### config.mk
export PLATFORM = sky130hd
export DESIGN_NAME = req_queue_flat
export DESIGN_NICKNAME = d
export VERILOG_FILES = /design/src/mem_arb_pkg.sv /design/src/mem_link_if.sv /design/src/req_queue.sv /design/src/flat_wrapper.sv
export SDC_FILE = /design/constraint.sdc
export NUM_CORES = 1
export LEC_CHECK = 0
export BUFFER_PORTS_ARGS = -buffer_cell sky130_fd_sc_hd__buf_2
export CAP_MARGIN = 20
export CORE_AREA = 2 2 124 126
export CTS_BUF_LIST = sky130_fd_sc_hd__clkbuf_2 sky130_fd_sc_hd__clkbuf_4 sky130_fd_sc_hd__clkbuf_8
export CTS_CLUSTER_SIZE = 30
export DETAILED_ROUTE_END_ITERATION = 10
export DIE_AREA = 0 0 126 128
export PLACE_DENSITY = 0.72
export RECOVER_POWER = 50
export SYNTH_ARGS = -nofsm -noshare
export SYNTH_HDL_FRONTEND = slang
export SYNTH_SLANG_ARGS = --single-unit
### constraint.sdc
create_clock -name clk -period 5.3 [get_ports clk]
set_input_delay 1.06 -clock clk [delete_from_list [all_inputs] [get_ports clk]]
set_output_delay 1.06 -clock clk [all_outputs]
set_load 0.02 [all_outputs]
### src/mem_arb_pkg.sv
package mem_arb_pkg;

    // ~~~~~~~~~~~~~~~~~~~~~~~~~~~~~~~~~~~~~~~~~~~~~~~~~~
    // Widths and memory geometry.
    // ~~~~~~~~~~~~~~~~~~~~~~~~~~~~~~~~~~~~~~~~~~~~~~~~~~
    localparam int ADDR_W      = 32;  // Byte address.
    localparam int DATA_W      = 32;
    localparam int MASK_W      = DATA_W / 8;
    localparam int MEM_WORDS   = 256;
    localparam int MEM_IDX_W   = $clog2(MEM_WORDS);
    localparam int MEM_LATENCY = 2;   // Accept edge to response cycle.

    // ~~~~~~~~~~~~~~~~~~~~~~~~~~~~~~~~~~~~~~~~~~~~~~~~~~
    // Request and response payloads.
    // ~~~~~~~~~~~~~~~~~~~~~~~~~~~~~~~~~~~~~~~~~~~~~~~~~~
    // Alignment errors win over range errors.
    typedef enum logic [1:0] {
        ERR_NONE  = 2'd0,
        ERR_RANGE = 2'd1,
        ERR_ALIGN = 2'd2
    } err_type_t;

    typedef struct packed {
        logic [ADDR_W-1:0] addr;
        logic              wen;    // Write when set.
        logic [DATA_W-1:0] wdata;
        logic [MASK_W-1:0] wmask;  // One bit per byte lane.
    } mem_req_t;

    typedef struct packed {
        logic              error;
        err_type_t         errty;
        logic [DATA_W-1:0] rdata;  // Zero for writes.
    } mem_resp_t;

endpackage
### src/mem_link_if.sv
`timescale 1ns/100ps

interface mem_link_if;
    import mem_arb_pkg::*;

    // Request channel.
    logic      req_valid;
    logic      req_ready;
    mem_req_t  req;

    // Response channel, a bare valid pulse.
    logic      resp_valid;
    mem_resp_t resp;

    modport requester (
        output req_valid,
        output req,
        input  req_ready,
        input  resp_valid,
        input  resp
    );

    modport server (
        input  req_valid,
        input  req,
        output req_ready,
        output resp_valid,
        output resp
    );

endinterface

### src/req_queue.sv
`timescale 1ns/100ps

module req_queue (
    input  logic                           clk,
    input  logic                           arst_n,
    input  logic                           req_valid,
    input  logic [mem_arb_pkg::ADDR_W-1:0] addr,
    input  logic                           wen,
    input  logic [mem_arb_pkg::DATA_W-1:0] wdata,
    input  logic [mem_arb_pkg::MASK_W-1:0] wmask,
    output logic                           req_ready,
    output logic                           resp_valid,
    output logic                           resp_error,
    output mem_arb_pkg::err_type_t         resp_errty,
    output logic [mem_arb_pkg::DATA_W-1:0] resp_rdata,
    mem_link_if.requester                  link
);
    import mem_arb_pkg::*;

    mem_req_t   entry [2];
    logic       wr_ptr;
    logic       rd_ptr;
    logic [1:0] count;
    logic       alive;  // Set from the first edge after reset.
    logic       push;
    logic       pop;

    assign req_ready      = alive && (count != 2'd2);
    assign push           = req_valid && req_ready;
    assign pop            = link.req_valid && link.req_ready;

    assign link.req_valid = (count != 2'd0);
    assign link.req       = entry[rd_ptr];  // Head entry.

    always_ff @(posedge clk) begin
        if (push) begin
            entry[wr_ptr] <= '{addr: addr, wen: wen, wdata: wdata, wmask: wmask};
        end
    end

    always_ff @(posedge clk or negedge arst_n) begin
        if (!arst_n) begin
            alive  <= 1'b0;
            wr_ptr <= 1'b0;
            rd_ptr <= 1'b0;
            count  <= 2'd0;
        end else begin
            alive <= 1'b1;
            if (push) wr_ptr <= ~wr_ptr;
            if (pop) rd_ptr <= ~rd_ptr;
            if (push && !pop) count <= count + 2'd1;
            else if (pop && !push) count <= count - 2'd1;
        end
    end

    // Responses go straight out.
    assign resp_valid = link.resp_valid;
    assign resp_error = link.resp.error;
    assign resp_errty = link.resp.errty;
    assign resp_rdata = link.resp.rdata;

endmodule

### src/flat_wrapper.sv
// flat-port wrapper written by rule: the top's interface ports become plain ports
module req_queue_flat import mem_arb_pkg::*;
  (clk, arst_n, req_valid, addr, wen, wdata, wmask, req_ready, resp_valid, resp_error, resp_errty, resp_rdata, link_req_valid, link_req, link_req_ready, link_resp_valid, link_resp);
  mem_link_if link_i ();
  input  logic clk;
  input  logic arst_n;
  input  logic req_valid;
  input  logic [mem_arb_pkg::ADDR_W-1:0] addr;
  input  logic wen;
  input  logic [mem_arb_pkg::DATA_W-1:0] wdata;
  input  logic [mem_arb_pkg::MASK_W-1:0] wmask;
  output logic req_ready;
  output logic resp_valid;
  output logic resp_error;
  output mem_arb_pkg::err_type_t resp_errty;
  output logic [mem_arb_pkg::DATA_W-1:0] resp_rdata;
  output wire logic [$bits(link_i.req_valid)-1:0] link_req_valid;
  output wire logic [$bits(link_i.req)-1:0] link_req;
  input wire logic [$bits(link_i.req_ready)-1:0] link_req_ready;
  input wire logic [$bits(link_i.resp_valid)-1:0] link_resp_valid;
  input wire logic [$bits(link_i.resp)-1:0] link_resp;
  assign link_req_valid = link_i.req_valid;
  assign link_req = link_i.req;
  assign link_i.req_ready = link_req_ready;
  assign link_i.resp_valid = link_resp_valid;
  assign link_i.resp = link_resp;
  req_queue u_core (.clk(clk), .arst_n(arst_n), .req_valid(req_valid), .addr(addr), .wen(wen), .wdata(wdata), .wmask(wmask), .req_ready(req_ready), .resp_valid(resp_valid), .resp_error(resp_error), .resp_errty(resp_errty), .resp_rdata(resp_rdata), .link(link_i));
endmodule
# Word level (Yosys, flattened, before mapping)
# Memory sizes are Yosys's and may differ from the RTL's.
# Index checks and enable logic that the tools add are counted.
[word_totals] regBits=5 latch_bits=0 mem_bits_rw=138 rom_bits=0 inputBits=109 output_inout_bits=107 elab_cells=23 memories=1
[op_classes] add_sub_neg=2 multipliers=0 div_mod_pow=0 n_lt_le_gt_ge=0 eq_ne=1 shifts=0 n_mux=4 bitwise=2 n_reduce_logical=9
[memory_table] memory="u_core.entry" words=2 word_bits=69 read_ports=1 rd_clocked_by_memory_dff=0 write_ports=1 line_no="req_queue.sv:20" text="mem_req_t entry [2];"
[ops] operator="1-bit logical AND" n=5
[ops] operator="2-bit 2-to-1 mux" n=2
[ops] operator="2-bit nonzero test" n=2
[ops] operator="2-bit by 1-bit adder with 2-bit output, second input constant" n=1
[ops] operator="1-bit logical NOT" n=2
[ops] operator="1-bit 2-to-1 mux" n=2
[ops] operator="2-bit inequality test, second input constant" n=1
[ops] operator="1-bit NOT" n=2
[ops] operator="2-bit by 1-bit subtractor with 2-bit output, second input constant" n=1

# Depth between registers and ports, before layout
# Gate-level depths: netlist of run 1.
[logic_depth] ltp_word=7 ltp_mapped=6

# Worst setup path before layout of run 1
# No wires, ideal clock.
[synth_path] kind="input to register" startpoint="input port req_valid" endpoint="memory u_core.entry[0][0] (netlist bit) (enable)" arrival_ps=4337 setup_slack_ps=458 cell_stages=2 n_path_buf=0 path_cell_list="and3_4 -> nor2b_1"
[synth_via] elab_chain_len=3
[synth_lines] element="start: declaration" line_no="flat_wrapper.sv:7" text="input logic req_valid;"
[synth_lines] element="1-bit logical AND" line_no="req_queue.sv:29" text="assign push = req_valid && req_ready;"
[synth_lines] element="1-bit 2-to-1 mux" line_no="req_queue.sv:36" text="if (push) begin"
[synth_lines] element="1-bit 2-to-1 mux (implied by the code)" line_no="req_queue.sv:37" text="entry[wr_ptr] <= '{addr: addr, wen: wen, wdata: wdata, wmask: wmask};"
[synth_lines] element="end: declaration" line_no="req_queue.sv:20"
# Every way passes these cells.

# Worst setup path after layout of run 1
[layout_path] startpoint="input port req_valid" endpoint="memory u_core.entry[0][66] (netlist bit) (enable)"
[layout_via] elab_chain_len=3
[layout_lines] element="1-bit logical AND" line_no="req_queue.sv:29"
[layout_lines] element="named net u_core.push" line_no="req_queue.sv:25" text="logic push;"
[layout_lines] element="1-bit 2-to-1 mux" line_no="req_queue.sv:36"
[layout_lines] element="1-bit 2-to-1 mux (implied by the code)" line_no="req_queue.sv:37"
# The timed path passes the listed nets, and every way through them passes these cells.

==> tab_implementation.tex, run 1 <==
\begin{tabular}{lr}
\hline
Metric & Value \\
\hline
\multicolumn{2}{l}{\textbf{Run status}} \\
Run status & finished, violations left \\
Failing checks & max-capacitance violations, max-slew violations \\
\multicolumn{2}{l}{\textbf{Critical path}} \\
Arrival time reported for the critical path endpoint & 3.98 ns \\
Crit-path max FO & 43 \\
Endpoint class of the critical path & flip-flop \\
Required time of the critical path & 5.36 ns \\
Reg2Reg Launch Point & u\_core.count[0] \\
Worst Path Class, Setup & in2reg \\
Source of the critical timing path & req\_valid \\
Type of element launching the critical path & input port \\
\multicolumn{2}{l}{\textbf{Min path}} \\
Worst Hold Class & in2async \\
\multicolumn{2}{l}{\textbf{Pwr}} \\
Relative contribution of the clock network to total power & 23.6\% \\
Cell Pwr Density & 508 nW/µm² \\
Leakage Power & 2.60 nW \\
Combinational group share of total power & about 30\% \\
Total net switching power & 1.03 mW \\
Sequential cell fraction of total power & 45.7\% \\
Total internal power & 2.37 mW \\
Switching fraction of total power & 30.3\% \\
IR Drop Worst-Case VDD & between 0.2 and 0.25 mV \\
\multicolumn{2}{l}{\textbf{Detailed routing}} \\
Vias/cell & 4.50 \\
DRC marker count from the first detailed-route iteration & 86 \\
Drt pass-1 iters & 4 \\
Routed wire per std cell & $\sim$16 µm \\
Aggregate routed wire length & 9740 µm \\
DRC & 0 \\
Remaining antenna violation count & 0 \\
Via count of the routed design & 2666 \\
\multicolumn{2}{l}{\textbf{Floorplan}} \\
I/O pin count & 216 \\
Horizontal die dimension & about 130 µm \\
Core ar. & 14900 µm² \\
Site row count & 45 \\
Overall die height & approximately 130 µm \\
Die footprint & about 16000 µm² \\
Initial core utilization & between 30\% and 40\% \\
\multicolumn{2}{l}{\textbf{Global route}} \\
Wire length of the first global-routing pass & 14800 µm \\
Global-route congestion overflow total & 0 \\
Number of global-route vias before repair & 2847 \\
Number of antenna violations at the first check in global routing & 0 \\
Maximum number of pins on one net before global-route repair & 70 \\
Global-route usage over all layers & between 10\% and 20\% \\
\multicolumn{2}{l}{\textbf{Yosys}} \\
Most frequent cell after synthesis & sky130\_fd\_sc\_hd\_\_edfxtp\_1 \\
Top-area cell type share of the netlist area & 71.0\% \\
Synthesized net count & about 380 \\
Distinct cells, synth & 17 \\
Adder and majority gate portion of the synthesized area & less than 1\% \\
Cell Area, Synth & approximately 5800 µm² \\
Cell accounting for the most synthesized area & sky130\_fd\_sc\_hd\_\_edfxtp\_1 \\
Synthesized netlist cell count & 271 \\
Top flip-flop cell by instance count after synthesis & sky130\_fd\_sc\_hd\_\_edfxtp\_1 \\
Synth Area in XOR/XNOR & 0.750\% \\
Seq/Total Area, Yosys & 73.1\% \\
Number of flops mapped to enable cells by yosys & between 100 and 150 \\
Main area contributors after synthesis & sky130\_fd\_sc\_hd\_\_edfxtp\_1, sky130\_fd\_sc\_hd\_\_mux2\_4, sky130\_fd\_sc\_hd\_\_buf\_4, sky130\_fd\_sc\_hd\_\_buf\_12, sky130\_fd\_sc\_hd\_\_dfrtp\_1 \\
Synth async-reset ratio & 3.50\% \\
Count of warnings emitted by yosys & 0 \\
Syn avg cell area & 21.5 µm² \\
Area fraction in compound gates after synthesis & 0\% \\
Number of register bits inferred by synthesis & 143 \\
Portion of netlist area occupied by mux cells & between 10\% and 20\% \\
Top cells by count, synth & sky130\_fd\_sc\_hd\_\_edfxtp\_1, sky130\_fd\_sc\_hd\_\_mux2\_4, sky130\_fd\_sc\_hd\_\_buf\_4, sky130\_fd\_sc\_hd\_\_buf\_12, sky130\_fd\_sc\_hd\_\_dfrtp\_1 \\
Simple-gate portion of the synthesized area & less than 1\% \\
Largest family of logic cells by synthesized area & multiplexers \\
\multicolumn{2}{l}{\textbf{Clock network}} \\
Buffer count from post-CTS setup fixing & 0 \\
Number of clock sinks & 143 \\
CTS-repair resized insts & 0 \\
Clock slew at the register clock pins of the worst setup and hold paths & 0.07 ns \\
Htree depth & 4 \\
Library cell used as clock root buffer & sky130\_fd\_sc\_hd\_\_clkbuf\_8 \\
Skew-Pair Late Insertion Delay & 0.42 ns \\
Quantity of hold-fixing buffers added after cts & 0 \\
Number of clock buffers inserted by TritonCTS & 17 \\
TritonCTS clock tree & built \\
Maximum clock insertion buffer count & 2 \\
\multicolumn{2}{l}{\textbf{STA}} \\
Transition time at the pin with the least slew margin & about 2.4 ns \\
Relative slew slack & -60.7\% \\
Final total negative setup slack & 0 ns \\
Final number of setup-violating endpoints & 0 \\
Final cycle utilization of the critical path & 74.0\% \\
Final critical path time including I/O delays and setup & 3.92 ns \\
RSZ-0062 raised after global routing & false \\
Fin. max-slew vios & 28 \\
Skew final & roughly 0.0055 ns \\
Maximum clock frequency & approximately 0.26 GHz \\
Final Hold Violating Endpoints & 0 \\
\multicolumn{2}{l}{\textbf{Placement}} \\
Standard cell area after detailed placement & 6400 µm² \\
Count of buffers inserted at the top-level ports & between 100 and 150 \\
Sum of net half-perimeters after detailed placement & between 6000 and 7000 µm \\
Gpl congestion & 0.661 \\
\multicolumn{2}{l}{\textbf{Cells and area}} \\
Filler cells & between 1000 and 1500 \\
Antenna diode count & 0 \\
Area of all placed cells without fillers & between 6000 and 7000 µm² \\
Layout area overhead & 14.8\% \\
Utilization of the core after routing & about 45\% \\
Nets & 501 \\
Layout cells sized above 1 & 51.2\% \\
\multicolumn{2}{l}{\textbf{Run}} \\
Max-cap violations & 1 \\
\hline
\end{tabular}
## registers in the layout, summed over array words and instances, names as in the netlist
name           count
u_core.entry     138
u_core.alive       1
u_core.count       2
u_core.rd_ptr      1
u_core.wr_ptr      1
## critical path, stage by stage
cell and delay, ns:
sky130_fd_sc_hd__buf_2 0.07, sky130_fd_sc_hd__and3_1 0.23, sky130_fd_sc_hd__nor2b_1 1.82, sky130_fd_sc_hd__buf_4 0.74
## metal layers
layer | vias up | GRT usage [%] | part of all wire, %
met4 | 0 | 5.56 | 1.5
met1 | 1306 | 13.8 | 40
met2 | 115 | 20.8 | 50
met3 | 13 | 5.43 | 7.8
met5 | - | 0 | 0
li1 | 1232 | - | -
## logic make-up (layout without fill, tap and decap cells)
kind of cell / after synthesis / in the layout
muxes: 69 / 69
other: 1 / 1
adders and majority gates: 1 / 1
DFF: 143 / 143
buffers and inverters: 44 / 177
and+or+nand+nor: 8 / 8
xor gates and xnor gates: 5 / 5
## path summary, 6_finish.rpt
kind                                       end  slack [ns]  depth (start not counted)
setup / recovery           u_core.entry[0][66]        1.38                          4
hold / removal                    u_core.alive        0.48                          1
setup reg to reg           u_core.entry[0][66]        1.54                          4
hold reg to reg                  u_core.wr_ptr        0.50                          1
max in group asynchronous        u_core.rd_ptr        4.57                          1
min in group clk                 u_core.wr_ptr        0.50                          1
## layout by cell type (no fill, tap or decap), drive strengths merged
| cell type | count |
|---|---|
| edfxtp | 138 |
| buf | 104 |
| mux2 | 69 |
| clkbuf | 64 |
| clkinv | 7 |
| dfrtp | 5 |
| xor2 | 3 |
| xnor2 | 2 |
| bufinv | 2 |
| and2 | 2 |
| nand2b | 1 |
| and3 | 1 |
| or2 | 1 |
| nand2 | 1 |
| nor2b | 1 |
| nor2 | 1 |
| ha | 1 |
| conb | 1 |
## power groups by stage
stage          Clock, mW  Combinational [mW]  Sequential, mW
2_1_floorplan          0                1.02            1.47
3_3_place_gp           0                1.05            1.58
3_5_place_dp           0                1.07            1.59
4_1_cts            0.839                1.07            1.56
5_1_grt            0.891                1.11            1.58
6_report           0.805                1.04            1.56
## cell type report
class	count	area [µm²]	share of cell area, %
clock buffers	23	279	4.16
clock inverters	9	92.6	1.38
multi-input cells	84	1150	17.1
flip-flops and latches	143	4270	63.7
well taps	188	235	3.51
repair buffers	145	679	10.1
## stage by stage
| step | std cells | hold slack, ns | total power [mW] | setup WS (ns) |
|---|---|---|---|---|
| floorplan | 271 | 0.455 | 2.50 | 0.458 |
| global placement | 560 | 0.476 | 2.64 | 2.16 |
| detailed placement | 560 | 0.485 | 2.66 | 2.10 |
| CTS | 592 | 0.387 | 3.47 | 1.60 |
| global route | 592 | 0.450 | 3.58 | 1.08 |
| finish | 592 | 0.479 | 3.40 | 1.38 |
Note: power is estimated with default switching activity, not from simulation.
==> run 2: changes to the inputs <==
==> constraint.sdc (replaced) <==
create_clock -name clk -period 3.8 [get_ports clk]
set_input_delay 0.76 -clock clk [delete_from_list [all_inputs] [get_ports clk]]
set_output_delay 0.76 -clock clk [all_outputs]
set_load 0.02 [all_outputs]
==> tab_implementation.tex, run 2 (synthesis results as in run 1) <==
\begin{tabular}{lr}
\hline
Metric & Value \\
\hline
\multicolumn{2}{l}{\textbf{Cells and area}} \\
Registers with the highest flip-flop counts & u\_core.entry: 138 flops, u\_core.count: 2 flops \\
Nets & 503 (+0.40\%) \\
Most frequent standard cell in the layout excluding fill and tap cells & sky130\_fd\_sc\_hd\_\_edfxtp\_1 \\
Antenna diode count & 0 (unchanged) \\
Most frequent cells in the layout & sky130\_fd\_sc\_hd\_\_edfxtp\_1, sky130\_fd\_sc\_hd\_\_buf\_2, sky130\_fd\_sc\_hd\_\_mux2\_4 \\
Register ranked first by flip-flop count & u\_core.entry \\
Number of flip-flops in the largest register & 138 (unchanged) \\
Filler cells & 1337 (-0.52\%) \\
Layout area overhead & 16.7\% \\
Combined area of the multi-input logic cells & 1150 µm² (+0.66\%) \\
Combined flip-flop and latch cell area & 4270 µm² (unchanged) \\
Utilization of the core after routing & 45.9\% (+0.74 points) \\
Area of all placed cells without fillers & 6820 µm² (+1.6\%) \\
Layout cells sized above 1 & 52.5\% (+1.2 points) \\
\multicolumn{2}{l}{\textbf{Clock network}} \\
Buffer count from post-CTS setup fixing & 0 (unchanged) \\
Number of clock sinks & 143 (unchanged) \\
CTS-repair resized insts & 0 (unchanged) \\
Htree depth & 4 (unchanged) \\
Skew-Pair Late Insertion Delay & 0.43 ns (about the same) \\
Number of clock buffers inserted by TritonCTS & 17 (unchanged) \\
Library cell used as clock root buffer & sky130\_fd\_sc\_hd\_\_clkbuf\_8 \\
TritonCTS clock tree & built \\
Quantity of hold-fixing buffers added after cts & 0 (unchanged) \\
Maximum clock insertion buffer count & 2 (unchanged) \\
Clock slew at the register clock pins of the worst setup and hold paths & 0.08 ns (about the same) \\
\multicolumn{2}{l}{\textbf{Detailed routing}} \\
DRC marker count from the first detailed-route iteration & 112 (+30\%) \\
Aggregate routed wire length & 9770 µm (+0.38\%) \\
Remaining antenna violation count & 0 (unchanged) \\
DRC & 0 (unchanged) \\
Via count of the routed design & 2679 (+0.49\%) \\
Routed wire per std cell & 16.5 µm (about the same) \\
Drt pass-1 iters & 4 (unchanged) \\
Vias/cell & 4.51 (+0.15\%) \\
\multicolumn{2}{l}{\textbf{Global route}} \\
Wire length of the first global-routing pass & 14800 µm (about the same) \\
Global-route congestion overflow total & 0 (unchanged) \\
Global-route usage over all layers & 12.4\% (-0.069 points) \\
Number of global-route vias before repair & 2861 (+0.49\%) \\
Number of antenna violations at the first check in global routing & 0 (unchanged) \\
Maximum number of pins on one net before global-route repair & 70 (unchanged) \\
\multicolumn{2}{l}{\textbf{Floorplan}} \\
Overall die height & 128 µm (unchanged) \\
Site row count & 45 (unchanged) \\
Die footprint & 16100 µm² (unchanged) \\
Initial core utilization & 39.3\% (unchanged) \\
Horizontal die dimension & 126 µm (unchanged) \\
I/O pin count & 216 (unchanged) \\
Core ar. & 14900 µm² (unchanged) \\
\multicolumn{2}{l}{\textbf{Run status}} \\
Run status & finished, final reports clean \\
\multicolumn{2}{l}{\textbf{Pwr}} \\
Cell Pwr Density & 727 nW/µm² (+43\%) \\
Leakage Power & 2.64 nW (+1.5\%) \\
IR Drop Worst-Case VDD & 0.612 mV (+160\%) \\
\multicolumn{2}{l}{\textbf{Critical path}} \\
Arrival time reported for the critical path endpoint & 2.09 ns (-1.89 ns) \\
Crit Reg-Reg Endpoint & u\_core.entry[0][0] \\
Worst Reg-to-Reg Cells & 4 (unchanged) \\
Required time of the critical path & 3.04 ns (-2.32 ns) \\
Type of element launching the critical path & flip-flop \\
Worst Path Class, Setup & reg2out \\
Endpoint class of the critical path & output port \\
Source of the critical timing path & u\_core.rd\_ptr \\
Reg2reg setup slack & 1.55 ns (about the same) \\
Reg2Reg Launch Point & u\_core.count[0] \\
Crit-path max FO & 21 (-51\%) \\
\multicolumn{2}{l}{\textbf{STA}} \\
Fin. max-slew vios & 0 (-100\%) \\
Hold WS & 0.167 ns (-0.312 ns) \\
Final total negative setup slack & 0 ns (unchanged) \\
Final cycle utilization of the critical path & 75.0\% \\
Relative slew slack & 36.5\% (+97 points) \\
Maximum clock frequency & around 0.35 GHz \\
Final Hold Violating Endpoints & 0 (unchanged) \\
Skew final & 0.00929 ns (+0.00375 ns) \\
RSZ-0062 raised after global routing & false \\
Least setup slack across all paths after layout & 0.951 ns (-0.429 ns) \\
Transition time at the pin with the least slew margin & 0.952 ns (-1.45 ns) \\
Final number of setup-violating endpoints & 0 (unchanged) \\
Final critical path time including I/O delays and setup & $\sim$2.8 ns \\
\multicolumn{2}{l}{\textbf{Placement}} \\
Standard cell area after detailed placement & 6420 µm² (+0.43\%) \\
Dpl ws & 1.29 ns (-0.817 ns) \\
Gpl congestion & 0.659 (-0.42\%) \\
Sum of net half-perimeters after detailed placement & 6560 µm (+1.7\%) \\
Count of buffers inserted at the top-level ports & 143 (unchanged) \\
\multicolumn{2}{l}{\textbf{Run}} \\
Max-cap violations & 0 (-1) \\
\multicolumn{2}{l}{\textbf{Min path}} \\
Worst Hold Class & in2async \\
\hline
\end{tabular}
## run 2: worst max path at each step
stage / to / cells past startpoint
2_1_floorplan: u_core.entry[0][0] / 2
3_3_place_gp: u_core.entry[0][28] / 4
3_5_place_dp: u_core.entry[0][62] / 4
4_1_cts: link_req[45] / 3
5_1_grt: link_req[51] / 3
6_report: link_req[45] / 3
## run 2: stage by stage
step | total power [mW] | cells
final | 4.96 | 594
after global routing | 5.19 | 594
after CTS | 5.04 | 594
after detailed placement | 3.73 | 562
after global placement | 3.69 | 562
after floorplan | 3.48 | 271
## run 2: cell type report
class	instances	share of cell area, %
Clock buffer	21	4.15
Tap cell	188	3.45
Multi-Input combinational cell	84	16.9
Sequential cell	143	62.7
Clock inverter	11	2.39
Timing Repair Buffer	147	10.4
## run 2: report_power, final
| group | internal (mW) | switching (mW) | total (mW) |
|---|---|---|---|
| combinational | 0.735 | 0.824 | 1.56 |
| clock | 0.770 | 0.535 | 1.31 |
| sequential | 1.97 | 0.124 | 2.09 |
| total | 3.47 | 1.48 | 4.96 |
## run 2: routing by layer
layer / share of wire (%) / GRT usage (%)
met1: 41 / 13.9
met2: 49 / 19.6
met3: 9.1 / 6.68
met4: 1.1 / 5.43
met5: 0 / 0
## run 2: worst max-delay path: stages, from the launching register on
cell and delay, ns:
sky130_fd_sc_hd__dfrtp_4 0.70, sky130_fd_sc_hd__buf_4 0.44, sky130_fd_sc_hd__mux2_4 0.34, sky130_fd_sc_hd__buf_2 0.16
