==> src/mem_arb_pkg.sv <==
package mem_arb_pkg;

    // ~~~~~~~~~~~~~~~~~~~~~~~~~~~~~~~~~~~~~~~~~~~~~~~~~~
    // Widths and memory geometry.
    // ~~~~~~~~~~~~~~~~~~~~~~~~~~~~~~~~~~~~~~~~~~~~~~~~~~
    localparam int ADDR_W      = 32;  // Byte address.
    localparam int DATA_W      = 32;
    localparam int MASK_W      = DATA_W / 8;
    localparam int MEM_WORDS   = 256;
    localparam int MEM_IDX_W   = $clog2(MEM_WORDS);
    localparam int MEM_LATENCY = 2;   // Accept edge to response cycle.

    // ~~~~~~~~~~~~~~~~~~~~~~~~~~~~~~~~~~~~~~~~~~~~~~~~~~
    // Request and response payloads.
    // ~~~~~~~~~~~~~~~~~~~~~~~~~~~~~~~~~~~~~~~~~~~~~~~~~~
    // Alignment errors win over range errors.
    typedef enum logic [1:0] {
        ERR_NONE  = 2'd0,
        ERR_RANGE = 2'd1,
        ERR_ALIGN = 2'd2
    } err_type_t;

    typedef struct packed {
        logic [ADDR_W-1:0] addr;
        logic              wen;    // Write when set.
        logic [DATA_W-1:0] wdata;
        logic [MASK_W-1:0] wmask;  // One bit per byte lane.
    } mem_req_t;

    typedef struct packed {
        logic              error;
        err_type_t         errty;
        logic [DATA_W-1:0] rdata;  // Zero for writes.
    } mem_resp_t;

endpackage
==> src/mem_link_if.sv <==
`timescale 1ns/100ps

interface mem_link_if;
    import mem_arb_pkg::*;

    // Request channel.
    logic      req_valid;
    logic      req_ready;
    mem_req_t  req;

    // Response channel, a bare valid pulse.
    logic      resp_valid;
    mem_resp_t resp;

    modport requester (
        output req_valid,
        output req,
        input  req_ready,
        input  resp_valid,
        input  resp
    );

    modport server (
        input  req_valid,
        input  req,
        output req_ready,
        output resp_valid,
        output resp
    );

endinterface

==> src/cmd_arbiter.sv <==
`timescale 1ns/100ps

module cmd_arbiter (
    input  logic          clk,
    input  logic          arst_n,
    mem_link_if.server    ilink,
    mem_link_if.server    dlink,
    mem_link_if.requester mlink
);
    import mem_arb_pkg::*;

    typedef enum logic [2:0] {
        I_CHECK,
        I_READY,
        I_VALID,
        D_CHECK,
        D_READY,
        D_VALID
    } state_t;

    state_t   state;
    mem_req_t s_ireq;  // Held copy while memory is busy.
    mem_req_t s_dreq;

    // ~~~~~~~~~~~~~~~~~~~~~~~~~~~~~~~~~~~~~~~~~~~~~~~~~~
    // Client side.
    // ~~~~~~~~~~~~~~~~~~~~~~~~~~~~~~~~~~~~~~~~~~~~~~~~~~
    assign ilink.req_ready = (state == I_CHECK);
    assign dlink.req_ready = (state == D_CHECK);

    // Only the owning side sees the pulse.
    assign ilink.resp_valid = (state == I_VALID) && mlink.resp_valid;
    assign dlink.resp_valid = (state == D_VALID) && mlink.resp_valid;
    assign ilink.resp       = mlink.resp;
    assign dlink.resp       = mlink.resp;

    // ~~~~~~~~~~~~~~~~~~~~~~~~~~~~~~~~~~~~~~~~~~~~~~~~~~
    // Memory command.
    // ~~~~~~~~~~~~~~~~~~~~~~~~~~~~~~~~~~~~~~~~~~~~~~~~~~
    assign mlink.req_valid = (state == I_READY) || (state == D_READY)
                           || ((state == I_CHECK) && ilink.req_valid)
                           || ((state == D_CHECK) && dlink.req_valid);

    always_comb begin
        case (state)
            I_CHECK: mlink.req = ilink.req;  // Straight through.
            D_CHECK: mlink.req = dlink.req;
            I_READY: mlink.req = s_ireq;
            D_READY: mlink.req = s_dreq;
            default: mlink.req = '0;
        endcase
    end

    always_ff @(posedge clk) begin
        if (state == I_CHECK && ilink.req_valid) s_ireq <= ilink.req;
        if (state == D_CHECK && dlink.req_valid) s_dreq <= dlink.req;
    end

    // ~~~~~~~~~~~~~~~~~~~~~~~~~~~~~~~~~~~~~~~~~~~~~~~~~~
    // Turn and transaction tracking.
    // ~~~~~~~~~~~~~~~~~~~~~~~~~~~~~~~~~~~~~~~~~~~~~~~~~~
    always_ff @(posedge clk or negedge arst_n) begin
        if (!arst_n) begin
            state <= I_CHECK;  // Instruction side goes first.
        end else begin
            case (state)
                I_CHECK: begin
                    if (!ilink.req_valid) state <= D_CHECK;
                    else if (mlink.req_ready) state <= I_VALID;
                    else state <= I_READY;
                end
                I_READY: begin
                    if (mlink.req_ready) state <= I_VALID;
                end
                I_VALID: begin
                    if (mlink.resp_valid) state <= D_CHECK;
                end
                D_CHECK: begin
                    if (!dlink.req_valid) state <= I_CHECK;
                    else if (mlink.req_ready) state <= D_VALID;
                    else state <= D_READY;
                end
                D_READY: begin
                    if (mlink.req_ready) state <= D_VALID;
                end
                D_VALID: begin
                    if (mlink.resp_valid) state <= I_CHECK;
                end
                default: state <= I_CHECK;  // Unused codes recover.
            endcase
        end
    end

endmodule

==> src/flat_wrapper.sv <==
// flat-port wrapper written by rule: the top's interface ports become plain ports
module cmd_arbiter_flat import mem_arb_pkg::*;
  (clk, arst_n, ilink_req_valid, ilink_req, ilink_req_ready, ilink_resp_valid, ilink_resp, dlink_req_valid, dlink_req, dlink_req_ready, dlink_resp_valid, dlink_resp, mlink_req_valid, mlink_req, mlink_req_ready, mlink_resp_valid, mlink_resp);
  mem_link_if ilink_i ();
  mem_link_if dlink_i ();
  mem_link_if mlink_i ();
  input  logic clk;
  input  logic arst_n;
  input wire logic [$bits(ilink_i.req_valid)-1:0] ilink_req_valid;
  input wire logic [$bits(ilink_i.req)-1:0] ilink_req;
  output wire logic [$bits(ilink_i.req_ready)-1:0] ilink_req_ready;
  output wire logic [$bits(ilink_i.resp_valid)-1:0] ilink_resp_valid;
  output wire logic [$bits(ilink_i.resp)-1:0] ilink_resp;
  input wire logic [$bits(dlink_i.req_valid)-1:0] dlink_req_valid;
  input wire logic [$bits(dlink_i.req)-1:0] dlink_req;
  output wire logic [$bits(dlink_i.req_ready)-1:0] dlink_req_ready;
  output wire logic [$bits(dlink_i.resp_valid)-1:0] dlink_resp_valid;
  output wire logic [$bits(dlink_i.resp)-1:0] dlink_resp;
  output wire logic [$bits(mlink_i.req_valid)-1:0] mlink_req_valid;
  output wire logic [$bits(mlink_i.req)-1:0] mlink_req;
  input wire logic [$bits(mlink_i.req_ready)-1:0] mlink_req_ready;
  input wire logic [$bits(mlink_i.resp_valid)-1:0] mlink_resp_valid;
  input wire logic [$bits(mlink_i.resp)-1:0] mlink_resp;
  assign ilink_i.req_valid = ilink_req_valid;
  assign ilink_i.req = ilink_req;
  assign ilink_req_ready = ilink_i.req_ready;
  assign ilink_resp_valid = ilink_i.resp_valid;
  assign ilink_resp = ilink_i.resp;
  assign dlink_i.req_valid = dlink_req_valid;
  assign dlink_i.req = dlink_req;
  assign dlink_req_ready = dlink_i.req_ready;
  assign dlink_resp_valid = dlink_i.resp_valid;
  assign dlink_resp = dlink_i.resp;
  assign mlink_req_valid = mlink_i.req_valid;
  assign mlink_req = mlink_i.req;
  assign mlink_i.req_ready = mlink_req_ready;
  assign mlink_i.resp_valid = mlink_resp_valid;
  assign mlink_i.resp = mlink_resp;
  cmd_arbiter u_core (.clk(clk), .arst_n(arst_n), .ilink(ilink_i), .dlink(dlink_i), .mlink(mlink_i));
endmodule
==> config.mk <==
export PLATFORM = sky130hd
export DESIGN_NAME = cmd_arbiter_flat
export DESIGN_NICKNAME = d
export VERILOG_FILES = /design/src/mem_arb_pkg.sv /design/src/mem_link_if.sv /design/src/cmd_arbiter.sv /design/src/flat_wrapper.sv
export SDC_FILE = /design/constraint.sdc
export NUM_CORES = 1
export LEC_CHECK = 0
export ABC_AREA = 0
export ABC_CLOCK_PERIOD_IN_PS = 10210
export BUFFER_PORTS_ARGS = -buffer_cell sky130_fd_sc_hd__buf_2
export CORE_ASPECT_RATIO = 0.7
export CORE_MARGIN = 5
export CORE_UTILIZATION = 30
export CTS_BUF_LIST = sky130_fd_sc_hd__clkbuf_4
export DETAILED_ROUTE_END_ITERATION = 16
export SLEW_MARGIN = 20
export SYNTH_ARGS = -nofsm -noshare
export SYNTH_HDL_FRONTEND = slang
export SYNTH_SLANG_ARGS = --single-unit
==> constraint.sdc <==
create_clock -name clk -period 10.21 [get_ports clk]
set_input_delay 2.042 -clock clk [delete_from_list [all_inputs] [get_ports clk]]
set_output_delay 2.042 -clock clk [all_outputs]
set_load 0.02 [all_outputs]
== Yosys cells after proc, flatten, opt, wreduce, memory -nomap -nowiden ==
Cells that the tools add are included.

* Bits in registers: 141
* Bits in latches: 0
* Memory bits (writable): 0
* Word-level logic and storage cells: 37
* Bits of input ports: 179
* Memories: 0
* ROM bits: 0
* Output and inout bits: 144

* Bitwise gates (word level): 0
* Multiplexer cells: 10
* Equal/unequal tests: 9
* $mul: 0
* Div/mod/pow operators: 0
* Reductions and logical operators: 9
* $lt $le $gt $ge: 0
* Add/sub/neg operators: 0
* Shift-type cells: 0

{| class="wikitable"
|+ Operators by type and width
! kind !! count
|-
| $pmux W69 S4 || 1
|-
| $mux W3 || 6
|-
| $pmux W3 S6 || 1
|-
| $ne A2 B2 Y1 const B || 4
|-
| $eq A3 B2 Y1 const B || 2
|-
| $eq A3 B3 Y1 const B || 2
|-
| $logic_and A1 B1 Y1 || 4
|-
| $reduce_and A4 Y1 || 1
|-
| $eq A3 B1 Y1 const B || 1
|-
| $logic_not A3 Y1 || 1
|-
| $logic_or A1 B1 Y1 || 3
|-
| $mux W2 || 1
|-
| $mux W1 || 1
|}

== Depth between registers and ports, before layout ==
Gate-level depths: netlist of run 1.

* Word-level depth: 4
* Gate-level depth with buffers: 7
* Depth with buffers taken out: 4

== Least setup slack after synthesis of run 1 ==
No wires, ideal clock.

* Path kind: input-to-reg
* Start: in ilink_req_valid
* End: reg u_core.s_ireq[0] in the netlist's numbering, enable pin
* Arrival time: 9029 ps
* Cell stages on the path: 1
* Slack: 490 ps
* Required time: 9520 ps
* Path buffers: 0
* Library setup time: 690 ps
* Path through: nor4b_1

* Cells in the longest elaborated chain, start to end: 1

{| class="wikitable"
|+ RTL lines
! element !! line !! text
|-
| from (decl) || flat_wrapper.sv:9 || <nowiki>input wire logic [$bits(ilink_i.req_valid)-1:0] ilink_req_valid;</nowiki>
|-
| $logic_and A1 B1 Y1 || cmd_arbiter.sv:55 || <nowiki>if (state == I_CHECK && ilink.req_valid) s_ireq <= ilink.req;</nowiki>
|-
| to (signal assigned) || cmd_arbiter.sv:55 ||
|-
| to (decl) || cmd_arbiter.sv:22 || <nowiki>mem_req_t s_ireq;</nowiki>
|}

Every way passes these cells.
A chain may end at the register's enable or synchronous reset.

== Worst setup path after layout of run 1 ==
* Start: reg u_core.state[0]
* End: out mlink_req[12]

* Cells in the longest elaborated chain, start to end: 2
* Elaborated cells on any way between the ends: 5
* Those cells by class: 3 x eq/ne; 1 x mux; 1 x reduce/logical

{| class="wikitable"
|+ RTL lines
! element !! line !! text
|-
| from (decl) || cmd_arbiter.sv:21 || <nowiki>state_t state;</nowiki>
|-
| from (signal assigned) || cmd_arbiter.sv:64 || <nowiki>state <= I_CHECK;</nowiki>
|-
| from (signal assigned) || cmd_arbiter.sv:68 || <nowiki>if (!ilink.req_valid) state <= D_CHECK;</nowiki>
|-
| from (signal assigned) || cmd_arbiter.sv:69 || <nowiki>else if (mlink.req_ready) state <= I_VALID;</nowiki>
|-
| $eq A3 B3 Y1 (tied with other cells) || cmd_arbiter.sv:45 || <nowiki>case (state)</nowiki>
|-
| $pmux W69 S4 (*) || cmd_arbiter.sv:45 ||
|-
| to (decl) || flat_wrapper.sv:20 || <nowiki>output wire logic [$bits(mlink_i.req)-1:0] mlink_req;</nowiki>
|}

Every way passes the cells marked *; elsewhere a longest branch is shown, timed or not.

==> implementation parameters, run 1 <==
Parameter                              Value

Outcome
  Result of the run ... finished clean

Global route
  Overflow left after global routing ... 0
  Number of antenna violations at the first check in global routing ... 1
  GRT Overall Usage ... between 10% and 20%
  Wire length of the first global-routing pass ... around 30 mm
  Largest net degree at the start of global routing ... between 80 and 90
  Via count of the first global-routing pass ... 5087

Clock tree
  CTS tree ... done
  CTS Root Cell ... sky130_fd_sc_hd__clkbuf_4
  Total setup buffers inserted after CTS ... 0
  H-tree Lvls ... 4
  Source-to-sink clock delay at the later pin of the worst-skew pair ... 0.53 ns
  Hold-fix buffers at CTS ... 0
  Buffer levels on the longest clock path ... 2
  Clock buffer count from CTS ... 17
  Sink Count ... around 140
  Register clock-pin slew on the reported worst setup and hold paths ... ~0.13 ns
  PostCTS Resize Cnt ... 0

Worst setup path
  Cell class contributing the biggest share of worst-path delay ... flip-flops
  WP data required ... 8.17 ns
  Critical Path End Type ... primary output
  Largest stage delay, worst path ... between 1 and 1.5 ns
  Crit path DAT ... 3.41 ns
  Ordered list of cells on the worst path ... nor2b_4 > and2_2 > buf_4 > nand2_1 > o21ai_1 > buf_2
  Buffers & Inverters on Critical Path ... 2
  Highest-delay cell along the critical path ... sky130_fd_sc_hd__dfrtp_4
  Path type of the worst setup path ... reg -> out
  Crit path launch type ... register
  Maximum fanout along the worst path ... 83

Yosys
  Synthesized flop and latch total ... ~140
  Synthesized netlist net count ... 807
  Most common cell in the netlist ... sky130_fd_sc_hd__edfxtp_1
  Ranking of synthesized cells by area ... sky130_fd_sc_hd__edfxtp_1 (58%), sky130_fd_sc_hd__mux2i_1 (9.9%), sky130_fd_sc_hd__buf_4 (7.4%)
  Synthesized instance count ... 628
  Count of warnings emitted by yosys ... 0
  Leading area contributor after synthesis ... sky130_fd_sc_hd__edfxtp_1
  Unique cell type count in the Yosys netlist ... 25
  Seq/Total Area, Yosys ... 59.3%
  Post-Synthesis Mean Instance Area ... 11.3 sq um
  Most used DFF post-synth ... sky130_fd_sc_hd__edfxtp_1
  Share of the synthesized area in the top cell type ... approximately 60%
  Share of flip-flops with an asynchronous set or reset ... between 2 and 2.5%
  Count of flip-flops with a built-in enable after synthesis ... 138
  Top cells by count, synth ... sky130_fd_sc_hd__edfxtp_1 (138), sky130_fd_sc_hd__nand2_1 (74), sky130_fd_sc_hd__a21oi_1 (72), sky130_fd_sc_hd__nor2_1 (72), sky130_fd_sc_hd__o21ai_1 (71)
  Syn Std Cell Area ... 7110 sq um

Place
  Hpwl dp ... 12.6 mm
  Placed insts ... 1055
  Routability congestion estimate ... between 0.7 and 0.8
  Area after DPL ... between 7000 and 8000 sq um
  # port buffers ... 217

Drt
  Routed wire length ... around 19 mm
  Number of detailed-routing iterations run before antenna repair ... 4
  Detailed router's first-iteration violation count ... 233
  Count of antenna-violating nets left after detailed routing ... 0
  Count of unresolved DRC violations after routing ... 0
  Number of vias per cell ... approximately 4.6
  Overall via count from detail_route ... 4991
  Routed wire length per instance ... 17.6 microns

Job
  Count of maximum capacitance violations ... 0

STA
  Setup Viol. Count Final ... 0
  Worst slew pin tran ... 1.04 ns
  Smallest hold slack ... 0.940 ns
  Time the worst path needs with I/O delays and setup ... 5.46 ns
  RSZ-0062 raised after global routing ... false
  Max-slew violation total from the final report ... 0
  Final worst-path cycle share ... 53.4%
  Peak clock frequency supported by timing ... roughly 180 MHz
  Max transition margin ... between 30% and 40%
  Fin Setup TNS ... 0 ns
  Worst Clk Skew ... 0.0260 ns
  Hold Fails Final Rpt ... 0

Power and ir drop
  Reported leakage power ... 3.06 nW
  Worst vdd ir ... 0.184 mV
  Pwr per Cell Area ... 306 nW/um^2

Floorplan
  Area of the core region ... 23500 sq um
  Initial core utilization ... between 30% and 40%
  Die X-Extent ... 194 microns
  Row cnt ... 47
  Die Span Y ... 139 microns
  IO Count ... about 320
  Area of the die ... 26900 sq um

Finish
  Ratio of cells with drive above 1 in the final layout ... 34.1%
  Multi-input combinational cell area ... 2080 sq um
  Fill cells ... 2377
  Finished layout cell area ... 8140 sq um
  Synth-to-Final Area Change ... 14.5%
  Total Nets Final ... around 940
  Storage cell area ... between 4000 and 5000 sq um
  Number of cells in the finished layout apart from fillers ... around 1100
  Antenna diodes ... 0

Min path
  Classification of the worst-slack hold path ... reg -> reg
==> metal layers <==
metal  up-vias  part of all wire, %  track usage, %
met1      2331                   48            19.2
met4         2                 0.94            3.03
met3        17                  9.5            6.05
met2       224                   41            20.0
met5         -                0.058               0
li1       2417                    -               -
==> placed cells by master (no fill, tap or decap) <==
cell                         synthesis  routed
sky130_fd_sc_hd__a21oi_1            72      72
sky130_fd_sc_hd__a221oi_1            1       1
sky130_fd_sc_hd__a22oi_1             1       1
sky130_fd_sc_hd__a31o_1              1       1
sky130_fd_sc_hd__and2_2              0       1
sky130_fd_sc_hd__and3_4              0       1
sky130_fd_sc_hd__and3b_1             1       1
sky130_fd_sc_hd__buf_2               8     217
sky130_fd_sc_hd__buf_4              70       5
sky130_fd_sc_hd__bufinv_16           0       3
sky130_fd_sc_hd__clkbuf_4            0      19
sky130_fd_sc_hd__clkinv_2            0       2
sky130_fd_sc_hd__clkinv_4            0       2
sky130_fd_sc_hd__clkinvlp_4          0       4
sky130_fd_sc_hd__dfrtp_2             0       1
sky130_fd_sc_hd__dfrtp_4             0       2
sky130_fd_sc_hd__edfxtp_1          138     138
sky130_fd_sc_hd__inv_2               1       1
sky130_fd_sc_hd__inv_6               0       2
sky130_fd_sc_hd__mux2i_1            70      70
sky130_fd_sc_hd__nand2_1            74      74
sky130_fd_sc_hd__nand2b_1            1       1
sky130_fd_sc_hd__nor2_1             72      72
sky130_fd_sc_hd__nor2b_4             0       1
sky130_fd_sc_hd__nor3_1              3       3
sky130_fd_sc_hd__nor3b_1             1       1
sky130_fd_sc_hd__nor4b_2             0       1
sky130_fd_sc_hd__o211ai_1            1       1
sky130_fd_sc_hd__o21ai_1            71      71
==> state kept, by name, indices dropped and copies added (netlist names) <==
| name | count |
|---|---|
| u_core.s_ireq | 69 |
| u_core.s_dreq | 69 |
| u_core.state | 3 |
==> final timing paths <==
path                       slack [ns]  depth (start not counted)                           to                        start
setup / recovery                 4.75                          6                mlink_req[12]  u_core.state[0]$_DFFE_PN0P_
hold / removal                   0.94                          2  u_core.state[2]$_DFFE_PN0P_  u_core.state[1]$_DFFE_PN0P_
setup reg to reg                 6.73                          3  u_core.s_dreq[44]$_DFFE_PP_  u_core.state[0]$_DFFE_PN0P_
hold reg to reg                  0.94                          2  u_core.state[2]$_DFFE_PN0P_  u_core.state[1]$_DFFE_PN0P_
max in group asynchronous        8.79                          1  u_core.state[1]$_DFFE_PN0P_                       arst_n
min in group asynchronous        1.29                          1  u_core.state[0]$_DFFE_PN0P_                       arst_n
==> per-stage QoR <==
step	worst slack, ns	utilization, %	power [mW]
CTS	4.52	34.7	2.54
global route	4.42	34.7	2.67
floorplan	0.490	-	1.83
finish	4.75	34.7	2.49
detailed placement	5.18	33.4	2.14
global placement	5.26	33.4	2.13
==> cells by family after synthesis <==
group                  count (synthesis)  share of synthesized area [%]
AOI/OAI and AO/OA                    147                           10.5
buffers and inverters                114                           11.6
DFF                                  141                           59.3
muxes                                 70                           9.85
and+or+nand+nor                      156                           8.66
==> final cells by class <==
class | count | area share, %
timing repair buffer | 222 | 13.8
clock buffer | 19 | 1.75
tap | 318 | 4.89
clock inverter | 13 | 2.03
sequential | 141 | 51.9
multi-input combinational | 373 | 25.6
inverter | 1 | 0.0461
==> where the power goes <==
part | switching [mW] | leakage [nW] | total (mW) | internal (mW)
clock network | 0.221 | 0.156 | 0.397 | 0.177
registers | 0.120 | 1.30 | 0.888 | 0.769
logic | 0.803 | 1.61 | 1.21 | 0.407
total | 1.14 | 3.06 | 2.49 | 1.35
==> tightest hold or removal path, cell delays in order (launching register included) <==
cell                      delay, ns
sky130_fd_sc_hd__dfrtp_2       0.61
sky130_fd_sc_hd__inv_2         0.15
sky130_fd_sc_hd__a31o_1        0.15
(Power assumes the default switching activity.)
==> run 2: changes to the inputs <==
--- a/config.mk
+++ b/config.mk
@@ -5,8 +5,8 @@
 export SDC_FILE = /design/constraint.sdc
 export NUM_CORES = 1
 export LEC_CHECK = 0
-export ABC_AREA = 0
-export ABC_CLOCK_PERIOD_IN_PS = 10210
+export ABC_AREA = 1
+export ABC_CLOCK_PERIOD_IN_PS = 4700
 export BUFFER_PORTS_ARGS = -buffer_cell sky130_fd_sc_hd__buf_2
 export CORE_ASPECT_RATIO = 0.7
 export CORE_MARGIN = 5
==> constraint.sdc (replaced) <==
create_clock -name clk -period 4.7 [get_ports clk]
set_input_delay 0.94 -clock clk [delete_from_list [all_inputs] [get_ports clk]]
set_output_delay 0.94 -clock clk [all_outputs]
set_load 0.02 [all_outputs]
==> run 2 against run 1 <==
  * Core utilization is 0.59 points higher
  * Total power increased by 99%
  * Clock power rose by 79%
  * Worst setup slack got worse by 3.8 ns
  * Largest cell class unchanged
  * Largest power group unchanged
  * Highest routed layer unchanged
==> implementation parameters, run 2 <==
Parameter                              Value

Drt
  Overall via count from detail_route ... 5092 (was 4991)
  Count of antenna-violating nets left after detailed routing ... 0 (unchanged)
  Detailed router's first-iteration violation count ... 244 (was 233)
  Number of detailed-routing iterations run before antenna repair ... 4 (unchanged)
  Routed wire length per instance ... 17.2 microns (was 17.6 microns)
  Routed wire length ... 18.9 mm (was 19.1 mm)
  Count of unresolved DRC violations after routing ... 0 (unchanged)
  Number of vias per cell ... 4.63 (was 4.59)

Clock tree
  H-tree Lvls ... 4 (unchanged)
  Source-to-sink clock delay at the later pin of the worst-skew pair ... 0.56 ns (was 0.53 ns)
  Register clock-pin slew on the reported worst setup and hold paths ... 0.13 ns (about the same)
  Sink Count ... 141 (unchanged)
  Buffer levels on the longest clock path ... 2 (unchanged)
  Hold-fix buffers at CTS ... 0 (unchanged)
  Clock buffer count from CTS ... 17 (unchanged)
  CTS Root Cell ... sky130_fd_sc_hd__clkbuf_4 (unchanged)
  CTS tree ... done (unchanged)
  PostCTS Resize Cnt ... 0 (unchanged)
  Total setup buffers inserted after CTS ... 0 (unchanged)

Yosys
  Synthesized flop and latch total ... 141 (unchanged)
  Share of flip-flops with an asynchronous set or reset ... 2.13% (unchanged)
  Ranking of synthesized cells by area ... sky130_fd_sc_hd__edfxtp_1 (60%), sky130_fd_sc_hd__o2111ai_1 (8.8%), sky130_fd_sc_hd__nand2_1 (8.5%) (was sky130_fd_sc_hd__edfxtp_1 (58%), sky130_fd_sc_hd__mux2i_1 (9.9%), sky130_fd_sc_hd__buf_4 (7.4%))
  Most common cell in the netlist ... sky130_fd_sc_hd__nand2_1 (was sky130_fd_sc_hd__edfxtp_1)
  Share of the synthesized area in the top cell type ... 60.0% (was 58.3%)
  Count of warnings emitted by yosys ... 0 (unchanged)
  Unique cell type count in the Yosys netlist ... 16 (was 25)
  Most used DFF post-synth ... sky130_fd_sc_hd__edfxtp_1 (unchanged)
  Syn Std Cell Area ... 6900 sq um (was 7110 sq um)
  Seq/Total Area, Yosys ... 61.1% (was 59.3%)
  Synthesized netlist net count ... 816 (was 807)
  Synthesized instance count ... 637 (was 628)
  Post-Synthesis Mean Instance Area ... 10.8 sq um (was 11.3 sq um)
  Count of flip-flops with a built-in enable after synthesis ... 138 (unchanged)
  Leading area contributor after synthesis ... sky130_fd_sc_hd__edfxtp_1 (unchanged)
  Top cells by count, synth ... sky130_fd_sc_hd__nand2_1 (157), sky130_fd_sc_hd__edfxtp_1 (138), sky130_fd_sc_hd__inv_1 (78) (was sky130_fd_sc_hd__edfxtp_1 (138), sky130_fd_sc_hd__nand2_1 (74), sky130_fd_sc_hd__a21oi_1 (72), sky130_fd_sc_hd__nor2_1 (72), sky130_fd_sc_hd__o21ai_1 (71))

Worst setup path
  Worst reg2reg endpoint ... u_core.s_ireq[35]$_DFFE_PP_ (was u_core.s_dreq[44]$_DFFE_PP_)
  Critical Path Most Common Cell ... sky130_fd_sc_hd__buf_4
  Largest stage delay, worst path ... 0.61 ns (was 1.06 ns)
  Crit path launch type ... register (unchanged)
  Worst Reg-to-Reg Cells ... 6 (was 3)
  WP data required ... 3.76 ns (was 8.17 ns)
  Ordered list of cells on the worst path ... buf_4 > nor3_4 > buf_4 > nand2_1 > o2111ai_1 > buf_2 (was nor2b_4 > and2_2 > buf_4 > nand2_1 > o21ai_1 > buf_2)
  Cell class contributing the biggest share of worst-path delay ... buffers and inverters (was flip-flops)
  Critical Path End Type ... primary output (unchanged)
  Buffers & Inverters on Critical Path ... 3 (was 2)
  Origin of the critical flop-to-flop path ... u_core.state[2]$_DFFE_PN0P_ (was u_core.state[0]$_DFFE_PN0P_)
  Setup slack of the worst register-to-register path ... 1.53 ns (was 6.73 ns)
  Crit path DAT ... 2.80 ns (was 3.41 ns)
  Highest-delay cell along the critical path ... sky130_fd_sc_hd__buf_4 (was sky130_fd_sc_hd__dfrtp_4)
  Maximum fanout along the worst path ... 58 (was 83)
  Path type of the worst setup path ... reg -> out (unchanged)

Job
  Count of maximum capacitance violations ... 0 (unchanged)

STA
  Max-slew violation total from the final report ... 0 (unchanged)
  Time the worst path needs with I/O delays and setup ... 3.74 ns
  RSZ-0062 raised after global routing ... false (unchanged)
  Fin Setup TNS ... 0 ns (unchanged)
  Worst Clk Skew ... 0.0229 ns (was 0.0260 ns)
  Worst slew pin tran ... 0.843 ns (was 1.04 ns)
  Peak clock frequency supported by timing ... 267 MHz
  Setup Viol. Count Final ... 0 (unchanged)
  Max transition margin ... 43.7% (was 30.8%)
  Hold Fails Final Rpt ... 0 (unchanged)
  Final worst-path cycle share ... 79.6%

Finish
  Ratio of cells with drive above 1 in the final layout ... 33.6% (was 34.1%)
  Number of cells in the finished layout apart from fillers ... 1100 (was 1087)
  Most frequent standard cell in the layout excluding fill and tap cells ... sky130_fd_sc_hd__buf_2 (unchanged)
  Most frequent cells in the layout ... sky130_fd_sc_hd__buf_2 (217), sky130_fd_sc_hd__nand2_1 (157), sky130_fd_sc_hd__edfxtp_1 (138) (was sky130_fd_sc_hd__buf_2 (217), sky130_fd_sc_hd__edfxtp_1 (138), sky130_fd_sc_hd__nand2_1 (74))
  Fill cells ... 2334 (was 2377)
  Synth-to-Final Area Change ... 15.7% (was 14.5%)
  Top Registers ... u_core.s_dreq x69, u_core.s_ireq x69, u_core.state x3 (unchanged)
  Total Nets Final ... 953 (was 935)
  Final Util ... 35.3% (was 34.7%)

Floorplan
  Die Span Y ... 137 microns (was 139 microns)
  Area of the core region ... 22600 sq um (was 23500 sq um)
  Initial core utilization ... 30.5% (was 30.3%)
  IO Count ... 323 (unchanged)
  Row cnt ... 46 (was 47)
  Area of the die ... 26200 sq um (was 26900 sq um)
  Die X-Extent ... 191 microns (was 194 microns)

Power and ir drop
  Power, Total ... 4.97 mW (was 2.49 mW)
  Reported leakage power ... 3.28 nW (was 3.06 nW)
  Worst vdd ir ... 0.307 mV (was 0.184 mV)
  Pwr per Cell Area ... 622 nW/um^2 (was 306 nW/um^2)

Global route
  Largest net degree at the start of global routing ... 72 (was 84)
  GRT Overall Usage ... 14.3% (was 13.8%)
  Overflow left after global routing ... 0 (unchanged)
  Wire length of the first global-routing pass ... 28.5 mm (was 29.3 mm)
  Number of antenna violations at the first check in global routing ... 3 (was 1)
  Via count of the first global-routing pass ... 5205 (was 5087)

Place
  Hpwl dp ... 12.7 mm (was 12.6 mm)
  # port buffers ... 217 (unchanged)
  Routability congestion estimate ... 0.760 (was 0.715)
  Placed insts ... 1067 (was 1055)

Min path
  Classification of the worst-slack hold path ... in -> async (was reg -> reg)

Outcome
  Result of the run ... finished clean (unchanged)
-- run 2: cell count changes after synthesis, moves of 8 or more --
cell / change
sky130_fd_sc_hd__inv_1: +78
sky130_fd_sc_hd__a21oi_1: -72
sky130_fd_sc_hd__nand2_1: +83
sky130_fd_sc_hd__o2111ai_1: +69
sky130_fd_sc_hd__nand3_1: +76
sky130_fd_sc_hd__mux2i_1: -70
sky130_fd_sc_hd__o21ai_1: -71
sky130_fd_sc_hd__nor2_1: -70
sky130_fd_sc_hd__buf_2: +8
sky130_fd_sc_hd__buf_6: -9
-- run 2: worst reg2reg max path, delay by kind of cell, from the launching register on --
family                 cells  cell delay [ns]
buffers and inverters      4             1.93
and+or+nand+nor            2             0.30
DFF                        1             0.60
-- run 2: logic make-up (layout without fill, tap and decap cells) --
kind of cell / count (synthesis) / count (layout) / synth area share, %
buf+inv: 186 / 335 / 15.1
simple gates: 240 / 240 / 14.9
other cells: 0 / 2 / 0
flops: 141 / 141 / 61.1
compound gates: 70 / 70 / 8.83
-- run 2: layout make-up --
class / instances / area, sq um / share of cell area (%)
Sequential cell: 141 / 4220 / 52.9
Multi-Input combinational cell: 310 / 1650 / 20.7
Timing Repair Buffer: 226 / 1190 / 14.9
Tap cell: 312 / 390 / 4.89
Inverter: 78 / 293 / 3.67
Clock buffer: 17 / 128 / 1.60
Clock inverter: 14 / 105 / 1.32
Antenna cell: 2 / 5.00 / 0.0627
-- run 2: layer usage --
metal	share of wire, %	track usage, %	vias to the layer above
li1	-	-	2454
met1	43	17.8	2392
met2	45	22.4	229
met3	11	6.81	15
met4	1.2	4.07	2
met5	0.069	0	-
-- run 2: power by group --
group / leakage, nW / switching (mW) / internal, mW
registers: 1.30 / 0.0945 / 1.64
clock network: 0.130 / 0.462 / 0.249
logic: 1.85 / 1.79 / 0.733
-- run 2: worst max path at each step --
stage                     cells after the start                          end  slack [ns]                         from
final                                         6                mlink_req[12]        0.96  u_core.state[2]$_DFFE_PN0P_
after global routing                          6                mlink_req[12]        0.71  u_core.state[2]$_DFFE_PN0P_
after CTS                                     6                mlink_req[12]        0.87  u_core.state[2]$_DFFE_PN0P_
after detailed placement                      6  u_core.s_ireq[26]$_DFFE_PP_        1.50  u_core.state[2]$_DFFE_PN0P_
after global placement                        6                mlink_req[12]        1.53  u_core.state[2]$_DFFE_PN0P_
after floorplan                               5   u_core.s_ireq[0]$_DFFE_PP_        1.81  u_core.state[0]$_DFFE_PN0P_
-- run 2: through the flow --
step           area [sq um]  hold WS, ns  setup slack, ns
5_1_grt                7980       0.0734            0.708
4_1_cts                7980       0.0785            0.869
2_1_floorplan          6900        0.578             1.81
3_5_place_dp           7740        0.669             1.50
3_3_place_gp           7740        0.670             1.53
6_report               7980        0.145            0.960
